## src/source/hazardPkg.sv

```systemverilog
package hazardPkg;

    //////////////////////////////////////////////////////////////////////
    // Primary opcodes
    //////////////////////////////////////////////////////////////////////
    localparam logic [5:0] opR      = 6'h00;
    localparam logic [5:0] opJ      = 6'h02;
    localparam logic [5:0] opJal    = 6'h03;
    localparam logic [5:0] opBeq    = 6'h04;
    localparam logic [5:0] opBne    = 6'h05;
    localparam logic [5:0] opAddi   = 6'h08;
    localparam logic [5:0] opAndi   = 6'h0c;
    localparam logic [5:0] opOri    = 6'h0d;
    localparam logic [5:0] opLui    = 6'h0f;
    localparam logic [5:0] opLb     = 6'h20;
    localparam logic [5:0] opLh     = 6'h21;
    localparam logic [5:0] opLw     = 6'h23;
    localparam logic [5:0] opSb     = 6'h28;
    localparam logic [5:0] opSh     = 6'h29;
    localparam logic [5:0] opSw     = 6'h2b;
    // Conditional load on the reserved slot
    localparam logic [5:0] opLhonez = 6'h3b;

    //////////////////////////////////////////////////////////////////////
    // Function codes under opR
    //////////////////////////////////////////////////////////////////////
    localparam logic [5:0] fnJr    = 6'h08;
    localparam logic [5:0] fnMfhi  = 6'h10;
    localparam logic [5:0] fnMthi  = 6'h11;
    localparam logic [5:0] fnMflo  = 6'h12;
    localparam logic [5:0] fnMtlo  = 6'h13;
    localparam logic [5:0] fnMult  = 6'h18;
    localparam logic [5:0] fnMultu = 6'h19;
    localparam logic [5:0] fnDiv   = 6'h1a;
    localparam logic [5:0] fnDivu  = 6'h1b;
    localparam logic [5:0] fnAdd   = 6'h20;
    localparam logic [5:0] fnSub   = 6'h22;
    localparam logic [5:0] fnAnd   = 6'h24;
    localparam logic [5:0] fnOr    = 6'h25;
    localparam logic [5:0] fnSlt   = 6'h2a;
    localparam logic [5:0] fnSltu  = 6'h2b;

    // Register 0 doubles as "no register"
    typedef logic [4:0] regIdx;
    // Tuse and Tnew share this width
    typedef logic [1:0] stageTime;

    localparam regIdx regRa = 5'd31;

    // Same 32 bits, R-type or I-type field split
    typedef union packed {
        struct packed {
            logic [5:0] op;
            regIdx      rs;
            regIdx      rt;
            regIdx      rd;
            logic [4:0] shamt;
            logic [5:0] funct;
        } rView;
        struct packed {
            logic [5:0]  op;
            regIdx       rs;
            regIdx       rt;
            logic [15:0] imm;
        } iView;
    } instrWord;

endpackage

```

## src/source/useDecoder.sv

```systemverilog
`timescale 1ns/1ps

module useDecoder import hazardPkg::*; (
    input  instrWord instrD,
    output regIdx    rsUse,
    output regIdx    rtUse,
    output stageTime tuseRs,
    output stageTime tuseRt,
    output logic     mdMove,
    output logic     mdStart
);

    always_comb begin
        rsUse   = '0;
        rtUse   = '0;
        tuseRs  = '0;
        tuseRt  = '0;
        mdMove  = 1'b0;
        mdStart = 1'b0;

        case (instrD.iView.op)
            opR: begin
                case (instrD.rView.funct)
                    fnAdd, fnSub, fnAnd, fnOr, fnSlt, fnSltu: begin
                        rsUse  = instrD.rView.rs;
                        rtUse  = instrD.rView.rt;
                        tuseRs = 2'd1;
                        tuseRt = 2'd1;
                    end
                    fnMult, fnMultu, fnDiv, fnDivu: begin
                        rsUse   = instrD.rView.rs;
                        rtUse   = instrD.rView.rt;
                        tuseRs  = 2'd1;
                        tuseRt  = 2'd1;
                        mdStart = 1'b1;
                    end
                    // Reads hi/lo, no GPR source
                    fnMfhi, fnMflo: begin
                        mdMove = 1'b1;
                    end
                    fnMthi, fnMtlo: begin
                        rsUse  = instrD.rView.rs;
                        tuseRs = 2'd1;
                        mdMove = 1'b1;
                    end
                    // Jump target needed in decode
                    fnJr: begin
                        rsUse  = instrD.rView.rs;
                        tuseRs = 2'd0;
                    end
                    default: begin
                    end
                endcase
            end

            opOri, opAddi, opAndi, opLw, opLb, opLh, opLhonez: begin
                rsUse  = instrD.iView.rs;
                tuseRs = 2'd1;
            end

            // Store data is not needed until memory
            opSw, opSb, opSh: begin
                rsUse  = instrD.iView.rs;
                rtUse  = instrD.iView.rt;
                tuseRs = 2'd1;
                tuseRt = 2'd2;
            end

            // Branches compare in decode
            opBeq, opBne: begin
                rsUse  = instrD.iView.rs;
                rtUse  = instrD.iView.rt;
                tuseRs = 2'd0;
                tuseRt = 2'd0;
            end

            default: begin
            end
        endcase
    end

endmodule

```

## src/source/writeDecoder.sv

```systemverilog
`timescale 1ns/1ps

module writeDecoder import hazardPkg::*; (
    input  instrWord instrE,
    output regIdx    destE,
    output stageTime tnewE,
    output logic     isLhonezE
);

    always_comb begin
        destE     = '0;
        tnewE     = '0;
        isLhonezE = 1'b0;

        case (instrE.iView.op)
            opR: begin
                case (instrE.rView.funct)
                    fnAdd, fnSub, fnAnd, fnOr, fnSlt, fnSltu,
                    fnMfhi, fnMflo: begin
                        destE = instrE.rView.rd;
                        tnewE = 2'd1;
                    end
                    // mult/div, mt*, jr write no GPR
                    default: begin
                    end
                endcase
            end

            // ALU result ready at end of execute
            opOri, opAddi, opAndi, opLui: begin
                destE = instrE.iView.rt;
                tnewE = 2'd1;
            end

            opLw, opLb, opLh: begin
                destE = instrE.iView.rt;
                tnewE = 2'd2;
            end

            opLhonez: begin
                destE     = instrE.iView.rt;
                tnewE     = 2'd2;
                isLhonezE = 1'b1;
            end

            // Link address is already known
            opJal: begin
                destE = regRa;
                tnewE = 2'd0;
            end

            default: begin
            end
        endcase
    end

endmodule

```

## src/source/tnewTracker.sv

```systemverilog
`timescale 1ns/1ps

module tnewTracker import hazardPkg::*; (
    input  logic     clk,
    input  logic     rstN,
    input  regIdx    destE,
    input  stageTime tnewE,
    input  logic     regWriteE,
    input  logic     isLhonezE,
    input  logic     condition,
    output regIdx    destM,
    output stageTime tnewM,
    output logic     writeM
);

    logic writeRegM;
    logic lhonezM;

    //////////////////////////////////////////////////////////////////////
    // Producer moving from execute into memory
    //////////////////////////////////////////////////////////////////////
    always_ff @(posedge clk or negedge rstN) begin
        if (!rstN) begin
            destM     <= '0;
            tnewM     <= '0;
            writeRegM <= 1'b0;
            lhonezM   <= 1'b0;
        end else begin
            destM     <= destE;
            // One stage closer, never below zero
            tnewM     <= (tnewE == 2'd0) ? 2'd0 : tnewE - 2'd1;
            writeRegM <= regWriteE;
            lhonezM   <= isLhonezE;
        end
    end

    // Failed lhonez condition drops the write
    assign writeM = writeRegM & ~(lhonezM & ~condition);

endmodule

```

## src/source/stallControl.sv

```systemverilog
`timescale 1ns/1ps

module stallControl import hazardPkg::*; (
    input  regIdx    rsUse,
    input  regIdx    rtUse,
    input  regIdx    destE,
    input  regIdx    destM,
    input  stageTime tuseRs,
    input  stageTime tuseRt,
    input  stageTime tnewE,
    input  stageTime tnewM,
    input  logic     regWriteE,
    input  logic     writeM,
    input  logic     isLhonezE,
    input  logic     mdMove,
    input  logic     mdStart,
    input  logic     busy,
    input  logic     start,
    output logic     pcWrite,
    output logic     ifIdEn,
    output logic     idExClr,
    output logic     mduClr
);

    logic rsHitE;
    logic rsHitM;
    logic rtHitE;
    logic rtHitM;
    logic mduActive;
    logic stall;

    // Reader needs the value before the producer has it
    function automatic logic lateHit(regIdx src, stageTime tuse, regIdx dest,
                                     logic wr, stageTime tnew);
        return (src != 5'd0) && (src == dest) && wr && (tuse < tnew);
    endfunction

    assign rsHitE = lateHit(rsUse, tuseRs, destE, regWriteE, tnewE);
    assign rsHitM = lateHit(rsUse, tuseRs, destM, writeM, tnewM);
    assign rtHitE = lateHit(rtUse, tuseRt, destE, regWriteE, tnewE);
    assign rtHitM = lateHit(rtUse, tuseRt, destM, writeM, tnewM);

    assign mduActive = busy | start;

    //////////////////////////////////////////////////////////////////////
    // Pipeline controls
    //////////////////////////////////////////////////////////////////////
    assign stall = rsHitE | rsHitM | rtHitE | rtHitM
                 | (mdMove & mduActive)
                 | isLhonezE;

    assign pcWrite = ~stall;
    assign ifIdEn  = ~stall;
    assign idExClr = stall;

    // New mult/div restarts a busy unit
    assign mduClr = mdStart & mduActive;

endmodule

```

## src/source/hazardUnit.sv

```systemverilog
`timescale 1ns/1ps

module hazardUnit import hazardPkg::*; (
    input  logic     clk,
    input  logic     rstN,
    input  instrWord instrD,
    input  instrWord instrE,
    input  logic     regWriteE,
    input  logic     condition,
    input  logic     busy,
    input  logic     start,
    output logic     pcWrite,
    output logic     ifIdEn,
    output logic     idExClr,
    output logic     mduClr,
    output regIdx    rsUseD,
    output regIdx    rtUseD,
    output stageTime tnewE,
    output stageTime tnewM
);

    stageTime tuseRs;
    stageTime tuseRt;
    logic     mdMove;
    logic     mdStart;
    regIdx    destE;
    regIdx    destM;
    logic     isLhonezE;
    logic     writeM;

    //////////////////////////////////////////////////////////////////////
    // Decode-stage readers, execute-stage producer
    //////////////////////////////////////////////////////////////////////
    useDecoder uUse (
        .instrD  (instrD),
        .rsUse   (rsUseD),
        .rtUse   (rtUseD),
        .tuseRs  (tuseRs),
        .tuseRt  (tuseRt),
        .mdMove  (mdMove),
        .mdStart (mdStart)
    );

    writeDecoder uWrite (
        .instrE    (instrE),
        .destE     (destE),
        .tnewE     (tnewE),
        .isLhonezE (isLhonezE)
    );

    tnewTracker uTrack (
        .clk       (clk),
        .rstN      (rstN),
        .destE     (destE),
        .tnewE     (tnewE),
        .regWriteE (regWriteE),
        .isLhonezE (isLhonezE),
        .condition (condition),
        .destM     (destM),
        .tnewM     (tnewM),
        .writeM    (writeM)
    );

    stallControl uStall (
        .rsUse     (rsUseD),
        .rtUse     (rtUseD),
        .destE     (destE),
        .destM     (destM),
        .tuseRs    (tuseRs),
        .tuseRt    (tuseRt),
        .tnewE     (tnewE),
        .tnewM     (tnewM),
        .regWriteE (regWriteE),
        .writeM    (writeM),
        .isLhonezE (isLhonezE),
        .mdMove    (mdMove),
        .mdStart   (mdStart),
        .busy      (busy),
        .start     (start),
        .pcWrite   (pcWrite),
        .ifIdEn    (ifIdEn),
        .idExClr   (idExClr),
        .mduClr    (mduClr)
    );

endmodule

```

## config.mk

```make
export PLATFORM = sky130hd
export DESIGN_NAME = hazardUnit
export DESIGN_NICKNAME = d
export VERILOG_FILES = /design/src/source/hazardPkg.sv /design/src/source/useDecoder.sv /design/src/source/writeDecoder.sv /design/src/source/tnewTracker.sv /design/src/source/stallControl.sv /design/src/source/hazardUnit.sv
export SDC_FILE = /design/constraint.sdc
export NUM_CORES = 1
export LEC_CHECK = 0
export ABC_AREA = 1
export ABC_CLOCK_PERIOD_IN_PS = 3400
export BUFFER_PORTS_ARGS = -buffer_cell sky130_fd_sc_hd__clkbuf_2
export CAP_MARGIN = 5
export CORE_MARGIN = 3
export CORE_UTILIZATION = 49
export CTS_CLUSTER_SIZE = 14
export DETAILED_ROUTE_END_ITERATION = 8
export PLACE_DENSITY = 0.85
export SLEW_MARGIN = 10
export SYNTH_ARGS = -nofsm -noshare
export SYNTH_HDL_FRONTEND = slang
export SYNTH_SLANG_ARGS = --single-unit
```

## constraint.sdc

```tcl
create_clock -name clk -period 3.4 [get_ports clk]
set_clock_uncertainty 0.15 [all_clocks]
set_input_delay 0 -clock clk [delete_from_list [all_inputs] [get_ports clk]]
set_output_delay 0 -clock clk [all_outputs]
set_load 0.03 [all_outputs]
```

# Yosys cells after proc, flatten, opt, wreduce, memory -nomap -nowiden
# Cells that the tools add are included.
# op_classes
add_sub_neg,1
magnitude_cmp,4
eq_ne,48
mux,18
bitwise,13
n_reduce_logical,30
# op_table
op,count
"== test 6 bit, second input constant",23
"== test 6 x 5 -> 1 bit, second input constant",10
"== test 6 x 4 -> 1 bit, second input constant",8
OR reduction 12 bit,2
== test 5 bit,4
case mux 5 bit (2 select lines),2
OR reduction 10 bit,2
OR reduction 4 bit,4
OR reduction 8 bit,2
two-way mux 5 bit,3
case mux 5 bit (3 select lines),1
OR reduction 13 bit,1
"== test 6 x 3 -> 1 bit, second input constant",2
logical AND 1 bit,12
zero test 6 bit,2
nonzero test 5 bit,2
< comparator 2 bit,4
two-way mux 1 bit,8
case mux 2 bit (2 select lines),2
"== test 6 x 2 -> 1 bit, second input constant",1
OR 1 bit,6
case mux 2 bit (3 select lines),1
OR reduction 5 bit,1
AND 1 bit,4
5 further kinds,7
# word_totals
ff_bits,9
input_bits,70
word_cells,118

# Logic depth before layout (Yosys ltp)
# Gate-level depths: netlist of run 1.
# logic_depth
word_depth,14
ltp_mapped,17
depth_no_buf,16

# By module
# From an unflattened synthesis of run 1, not the netlist that was laid out.
# hier_totals
hier_cells,298
area_unflattened_um2,1569.0
# modules_own_cells
module,n_inst,cells_each,area_per_inst_um2,seq_area_each_um2
stallControl,1,125,566.8,0.0
useDecoder,1,102,478.0,0.0
writeDecoder,1,55,265.3,0.0
tnewTracker,1,16,259.0,225.2

# Worst setup path after synthesis of run 1
# No wires, ideal clock.
# synth_timing
path_kind,input-to-output
from,input port instrE[29] (netlist bit)
to,output port pcWrite
arrival_time_ns,1.947
required_time_ns,3.250
setup_slack_ns,1.303
stages,14
cell_sequence,nor2_2 -> nand3_1 -> nand2_1 -> inv_1 -> ha_1 -> nand2_1 -> nand3_1 -> nor2_1 -> nand3_1 -> nand2_1 -> nand2_1 -> nand2_1 -> nor2_1 -> buf_4
# synth_between
elab_cells_between_ends,32
cone_classes,order compare: 2; eq/ne: 11; mux: 3; bitwise: 6; reduce/logical: 10
# synth_lines
item,line_no,source
start: declaration,hazardUnit.sv:7,"input instrWord instrE,"
== test 6 bit / == test 6 x 4 -> 1 bit (equally long branches),writeDecoder.sv:15,case (instrE.iView.op)
OR reduction 4 bit (no source line),--,
case mux 2 bit (3 select lines) (*),writeDecoder.sv:15,
named net tnewE[1],hazardUnit.sv:18,"output stageTime tnewE,"
< comparator 2 bit,stallControl.sv:35,return (src != 5'd0) && (src == dest) && wr && (tuse < tnew);
logical AND 1 bit,stallControl.sv:35,
OR 1 bit,stallControl.sv:48,assign stall = rsHitE | rsHitM | rtHitE | rtHitM
OR 1 bit (*) (2 in series),stallControl.sv:48,
OR 1 bit (*),stallControl.sv:49,| (mdMove & mduActive)
OR 1 bit (*),stallControl.sv:50,| isLhonezE;
NOT 1 bit (*),--,
end: declaration,hazardUnit.sv:12,"output logic pcWrite,"
# The timed path passes the listed nets; every way through them passes the cells marked *.

# Worst setup path in the final report of run 1
# layout_timing
from,input port instrE[31] (netlist bit)
to,output port ifIdEn
# layout_between
elab_chain_len,13
elab_cells_between_ends,32
cone_classes,order compare: 2; eq/ne: 11; mux: 3; bitwise: 6; reduce/logical: 10
# layout_lines
item,line_no,source
== test 6 x 4 -> 1 bit / == test 6 bit (equally long branches),writeDecoder.sv:15,
OR reduction 8 bit (no source line),--,
case mux 5 bit (3 select lines) (*),writeDecoder.sv:15,
named net destE[2],hazardUnit.sv:26,regIdx destE;
== test 5 bit,stallControl.sv:35,
logical AND 1 bit (3 in series),stallControl.sv:35,
OR 1 bit,stallControl.sv:48,
OR 1 bit (*) (2 in series),stallControl.sv:48,
OR 1 bit (*),stallControl.sv:49,
OR 1 bit (*),stallControl.sv:50,
NOT 1 bit (*),stallControl.sv:53,assign ifIdEn = ~stall;
end: declaration,hazardUnit.sv:13,"output logic ifIdEn,"
# Marks and branches as above.

==> results of run 1 <==
==> worst max-delay path, delay by kind of cell <==
family	cells	cell delay (ps)
buffers and inverters	3	890
and+or+nand+nor	13	1400
==> kinds of logic after synthesis <==
| kind of cell | count (synthesis) | share of synthesized area (%) |
|---|---|---|
| and+or+nand+nor | 235 | 71.1 |
| adders and majority gates | 2 | 1.57 |
| other | 1 | 0.236 |
| DFF | 9 | 14.2 |
| AOI/OAI and AO/OA | 6 | 2.28 |
| buffers and inverters | 42 | 10.6 |
==> final cells by class <==
type	instances	area share, %
clock buffer	3	1.05
clock inverter	1	0.233
inverter	40	6.99
multi-input combinational	244	55.6
sequential	9	10.5
tap	44	2.56
timing repair buffer	83	23.1
==> routing by layer <==
metal | GRT usage, % | wire, um | vias to the layer above
met2 | 45.3 | 2360 | 73
met3 | 1.98 | 292 | 9
met1 | 28.6 | 1920 | 882
met5 | 0 | 0 | -
met4 | 11.0 | 92 | 0
li1 | - | - | 1106
==> cell usage after synthesis (all sizes together) <==
master	instances
conb	1
nor3	2
ha	2
buf	2
dfrtp	9
o21ai	5
nand2	115
nor2	50
nand3	66
nor4	1
inv	40
a21boi	1
nand4	1
==> timing repair <==
item / 4_1_cts / 5_1_grt
hold buffers: 16 / 0
gates resized for setup: 0 / 0
hold endpoints to repair: 17 / 0
setup buffers: 0 / 0
==> sequential cells by signal (all words and copies together), names as in the netlist <==
signal / flops
uTrack.tnewM: 2
uTrack.writeRegM: 1
uTrack.lhonezM: 1
uTrack.destM: 5
==> where the power goes <==
| group | switching (mW) | internal (mW) |
|---|---|---|
| Combinational | 0.124 | 0.0766 |
| Clock | 0.0397 | 0.0435 |
| Sequential | 0.00323 | 0.111 |
==> path summary, 6_finish.rpt <==
| kind | from | endpoint | slack [ps] | depth (start not counted) |
|---|---|---|---|---|
| setup / recovery | instrE[31] | ifIdEn | 960 | 16 |
| hold / removal | regWriteE | uTrack.writeRegM | 270 | 2 |
| max in group asynchronous | rstN | uTrack.destM[3] | 2270 | 3 |
| min in group asynchronous | rstN | uTrack.tnewM[0] | 560 | 3 |
==> flow_metrics.tcl, run 1 <==
set metrics [dict create \
    status "finished clean" \
    drtAntennaViolNets 0 \
    io_pins 88 \
    dp_hpwl_um 3750 \
    critical_path_required_ps 3250 \
    cts_buffers 3 \
    endpoint_kind "output port" \
    crit_slowest_cell "dlygate4sd3_1" \
    cp_cell_sequence "dlygate4sd3_1, clkbuf_2, nor2_2, nand3_1, nor2_2, nand3_1, nand3_1, nand3_1, nand2_1, nor2_1, nand3_1, nand2_1, nand2_1, nand2_1, nor2_1, clkbuf_2" \
    wl_um 4660 \
    synth_top_area_cell "nand2_1" \
    fmaxAchievable_mhz 409 \
    fp.dieW_um 62.9 \
    dieArea_um2 3960 \
    synth_top_area_share_pct 23.1 \
    track_usage_pct 24.6 \
    p_per_area_nw_per_um2 185 \
    final_cell_count_no_fill 424 \
    crit_top_cell "nand3_1" \
    rows 20 \
    leakage_nw 1.32 \
    path_clk_slew_ps 60 \
    min_path_type "input pin to register" \
    ys_ff_latch 9 \
    slew_viol_final 0 \
    dieHeight_um 62.9 \
    antennaDiodeCount 0 \
    final_common_cell "nand2_1" \
    layout.nets 453 \
    h-tree-depth 1 \
    cts.sinks 9 \
    synth.avg_cell_area_um2 5.39 \
    vias_per_cell 4.88 \
    coreArea_um2 3080 \
    drt-initial-drc-count 160 \
    portBuffers 67 \
    syn_nets 367 \
    cts_tree "built" \
    final-seq-area_um2 225 \
    ys_seq_area_share_pct 14.2 \
    syn_inst 295 \
    final_cell_mix "nand2_1 (98), clkbuf_2 (67), nand3_1 (53)" \
    crit_path_max_incr_delay_ps 540 \
    tns_ps 0 \
    dr.pass1.iters 4 \
    drv_cap 0 \
    numPlacedInstances 404 \
    syn_to_final_growth_pct 35.2 \
    total_power_mw 0.398 \
    path_class "input pin to output port" \
    min_period_over_period_pct 71.8 \
    max-vdd-ir-drop_mv 0.163 \
    antenna_found_initial 0 \
    setup_viol 0 \
    holdWs_ps 275 \
    drive_above_1_share_pct 31.8 \
    finalHoldViolations 0 \
    grt_pass1_wl_um 7970 \
    fin_util_pct 69.8 \
    start_kind "input pin" \
    yosys_warnings 0 \
    nFillCells 297 \
    place_ws_ps 1470 \
    grt_start_max_net_pins 14 \
    clk_path_buf_depth 2 \
    dpl_cell_area_um2 1960 \
    grt_setup_unrepaired "no" \
    multi_input_area_um2 1190 \
    avgRoutedWirePerCell_um 11.0 \
    drc_errors 0 \
    crit_arrival_ps 2290 \
    clockRootBuffer "clkbuf_4" \
    syn-cell-area_um2 1590 \
    yosysUniqueCellTypes 23 \
    start_util_pct 51.6 \
    crit_fanout 6 \
    vias 2070 \
    gr-total-overflow 0 \
    grt_pass1_vias 1929 \
    fin_area_um2 2150 \
    period_minus_slack_ps 2440 \
    setup_ws_ps 958 \
    finalWeightedCongestion 0.900 \
    ys_top_cells_by_area "nand2_1 (23%), nand3_1 (17%), dfrtp_1 (14%)" \
]
(Power assumes the default switching activity.)
==> inputs of run 2 (changes only) <==
--- a/config.mk
+++ b/config.mk
@@ -5,15 +5,15 @@
 export SDC_FILE = /design/constraint.sdc
 export NUM_CORES = 1
 export LEC_CHECK = 0
-export ABC_AREA = 1
-export ABC_CLOCK_PERIOD_IN_PS = 3400
+export ABC_AREA = 0
+export ABC_CLOCK_PERIOD_IN_PS = 2040
 export BUFFER_PORTS_ARGS = -buffer_cell sky130_fd_sc_hd__clkbuf_2
 export CAP_MARGIN = 5
 export CORE_MARGIN = 3
-export CORE_UTILIZATION = 49
+export CORE_UTILIZATION = 39
 export CTS_CLUSTER_SIZE = 14
 export DETAILED_ROUTE_END_ITERATION = 8
-export PLACE_DENSITY = 0.85
+export PLACE_DENSITY = 0.76
 export SLEW_MARGIN = 10
 export SYNTH_ARGS = -nofsm -noshare
 export SYNTH_HDL_FRONTEND = slang
==> constraint.sdc (replaced) <==
create_clock -name clk -period 2.04 [get_ports clk]
set_clock_uncertainty 0.15 [all_clocks]
set_input_delay 0 -clock clk [delete_from_list [all_inputs] [get_ports clk]]
set_output_delay 0 -clock clk [all_outputs]
set_load 0.03 [all_outputs]
==> run 2 against run 1 <==
The flow now finishes with violations (setup timing). Setup slack lost 1100 ps. Count of clock-buffer cells in the layout grew 1. Final area grew 10%. Hold slack lost 250 ps. Global-route usage shrank 3.3 points. Via count shrank 16%. Routed wire length shrank 0.43%. Core utilization grew 4.8 points. Sequential power grew 67%. Clock power grew 55%. Critical path depth shrank 6. First-iteration DRC count shrank 24%. Largest cell class unchanged. Largest power group unchanged.
==> flow_metrics.tcl, run 2 <==
set metrics [dict create \
    status "finished with violations" \
    violations "setup timing" \
    multi_input_area_um2 1250 \
    holdWs_ps 28.1 \
    largest_reg_flops 5 \
    final_common_cell "clkbuf_2" \
    ys_seq_area_share_pct 16.6 \
    syn_nets 244 \
    total_power_mw 0.713 \
    power_frac_comb_pct 55.0 \
    syn_inst 172 \
    leakage_nw 1.14 \
    gr-total-overflow 0 \
    setup_viol 3 \
    async_flop_share_pct 100 \
    synth_edf_count 0 \
    crit_slowest_cell "o31a_4" \
    place_ws_ps -252 \
    dp_hpwl_um 3480 \
    synth_top_area_cell "dfrtp_1" \
    clockRootBuffer "clkbuf_4" \
    p_per_area_nw_per_um2 301 \
    slew_viol_final 0 \
    max-vdd-ir-drop_mv 0.271 \
    min_path_type "input pin to register" \
    fp.dieW_um 65.0 \
    drc_errors 0 \
    swShare_pct 36.3 \
    syn-cell-area_um2 1360 \
    dieArea_um2 4220 \
    drive_above_1_share_pct 50.0 \
    drv_cap 0 \
    grt_pass1_wl_um 7270 \
    ys_ff_latch 9 \
    cts_tree "built" \
    critical_path_required_ps 1890 \
    endpoint_kind "output port" \
    avgRoutedWirePerCell_um 14.2 \
    cp_cell_sequence "clkbuf_2, buf_4, nor4_1, o31a_4, or2_4, and3_1, o2111a_1, a31o_1, a31oi_4, clkbuf_8" \
    cts_buffers 3 \
    coreArea_um2 3180 \
    rows 20 \
    synth_ff_type "dfrtp_1" \
    crit_buf_inv 3 \
    cts.sinks 9 \
    nFillCells 249 \
    finalHoldViolations 0 \
    final-seq-area_um2 225 \
    crit_path_max_incr_delay_ps 360 \
    crit_arrival_ps 2020 \
    grt_pass1_vias 1641 \
    antennaDiodeCount 0 \
    cp_top_family "compound AO/OA/AOI/OAI gates" \
    synth.avg_cell_area_um2 7.89 \
    antenna_found_initial 0 \
    portBuffers 67 \
    wl_um 4640 \
    dieHeight_um 65.0 \
    grt_start_max_net_pins 11 \
    min_period_over_period_pct 106 \
    reg_top3 "uTrack.destM (5), uTrack.tnewM (2)" \
    crit_fanout 7 \
    path_clk_slew_ps 60 \
    yosys-top-cells-count "inv_1 (13), nor2_1 (12), nor2b_1 (10)" \
    dr.pass1.iters 4 \
    syn_to_final_growth_pct 74.7 \
    regMostFlops "uTrack.destM" \
    drt-initial-drc-count 121 \
    numPlacedInstances 313 \
    final_cell_count_no_fill 328 \
    fmaxAchievable_mhz 461 \
    yosysUniqueCellTypes 63 \
    clk_path_buf_depth 2 \
    setup_ws_ps -131 \
    vias 1743 \
    drtAntennaViolNets 0 \
    p_int_mw 0.454 \
    yosysMostFrequentCell "inv_1" \
    path_class "input pin to output port" \
    io_pins 88 \
    layout.nets 357 \
    synth_top_area_share_pct 16.6 \
    grt_setup_unrepaired "yes" \
    start_kind "input pin" \
    start_util_pct 42.7 \
    yosys_warnings 0 \
    netSwitchingPower_mw 0.259 \
    pwr-share-seq_pct 26.9 \
    track_usage_pct 21.3 \
    final_cell_mix "clkbuf_2 (60), buf_4 (36), inv_1 (13)" \
    finalWeightedCongestion 0.845 \
    clkPwrFrac_pct 18.1 \
    vias_per_cell 5.31 \
    ys_top_cells_by_area "dfrtp_1 (17%), xor2_1 (5.8%), xnor2_1 (5.2%)" \
    h-tree-depth 1 \
    period_minus_slack_ps 2170 \
]
==> run 2: what timing repair did <==
action | CTS | global route
setup buffers | 2 | 2
hold endpoints to repair | 13 | 1
setup endpoints to repair | 3 | 3
hold buffers | 7 | 1
pin swaps | 10 | 10
gates resized for setup | 23 | 24
==> run 2: area by class of cell <==
cell class	instances	area share, %
Inverter	14	2.22
Clock buffer	4	1.11
Multi-Input combinational cell	144	52.7
Sequential cell	9	9.50
Timing Repair Buffer	113	32.1
Tap cell	44	2.32
==> run 2: kinds of logic (layout without fill, tap and decap cells) <==
family / after synthesis / after routing / share of synthesized area [%]
AO/OA/AOI/OAI: 51 / 51 / 28.7
XOR/XNOR: 17 / 17 / 11.0
adder cells (fa/ha/maj): 2 / 2 / 1.84
buffers and inverters: 19 / 131 / 6.00
flip-flops: 9 / 9 / 16.6
other: 1 / 1 / 0.276
AND/OR/NAND/NOR: 73 / 73 / 35.6
==> run 2: power groups by stage <==
stage / registers, mW / logic [mW] / clock network [mW]
floorplan: 0.197 / 0.168 / 0
global placement: 0.194 / 0.323 / 0
detailed placement: 0.194 / 0.328 / 0
CTS: 0.191 / 0.365 / 0.131
global route: 0.193 / 0.424 / 0.144
finish: 0.192 / 0.392 / 0.129
==> run 2: layer usage <==
metal,global-route usage (%),share of wire [%],vias up
met5,0,0,-
met4,5.80,1.6,0
met3,3.12,5.3,8
met2,38.1,52,50
met1,26.5,41,813
li1,-,-,872
==> run 2: worst paths after layout <==
check | startpoint | end | slack, ps | cells after the start
max in group asynchronous | rstN | uTrack.writeRegM | 870 | 3
setup / recovery | instrD[2] | pcWrite | -130 | 10
min in group asynchronous | rstN | uTrack.destM[0] | 580 | 3
hold / removal | instrE[16] | uTrack.destM[0] | 30 | 2
==> run 2: stage by stage <==
step	setup TNS (ps)	utilization (%)	instance area, um2
2_1_floorplan	-71.0	-	1410
5_1_grt	-635	74.6	2370
3_3_place_gp	-700	63.8	2030
4_1_cts	-369	71.1	2260
6_report	-338	74.6	2370
3_5_place_dp	-674	63.8	2030
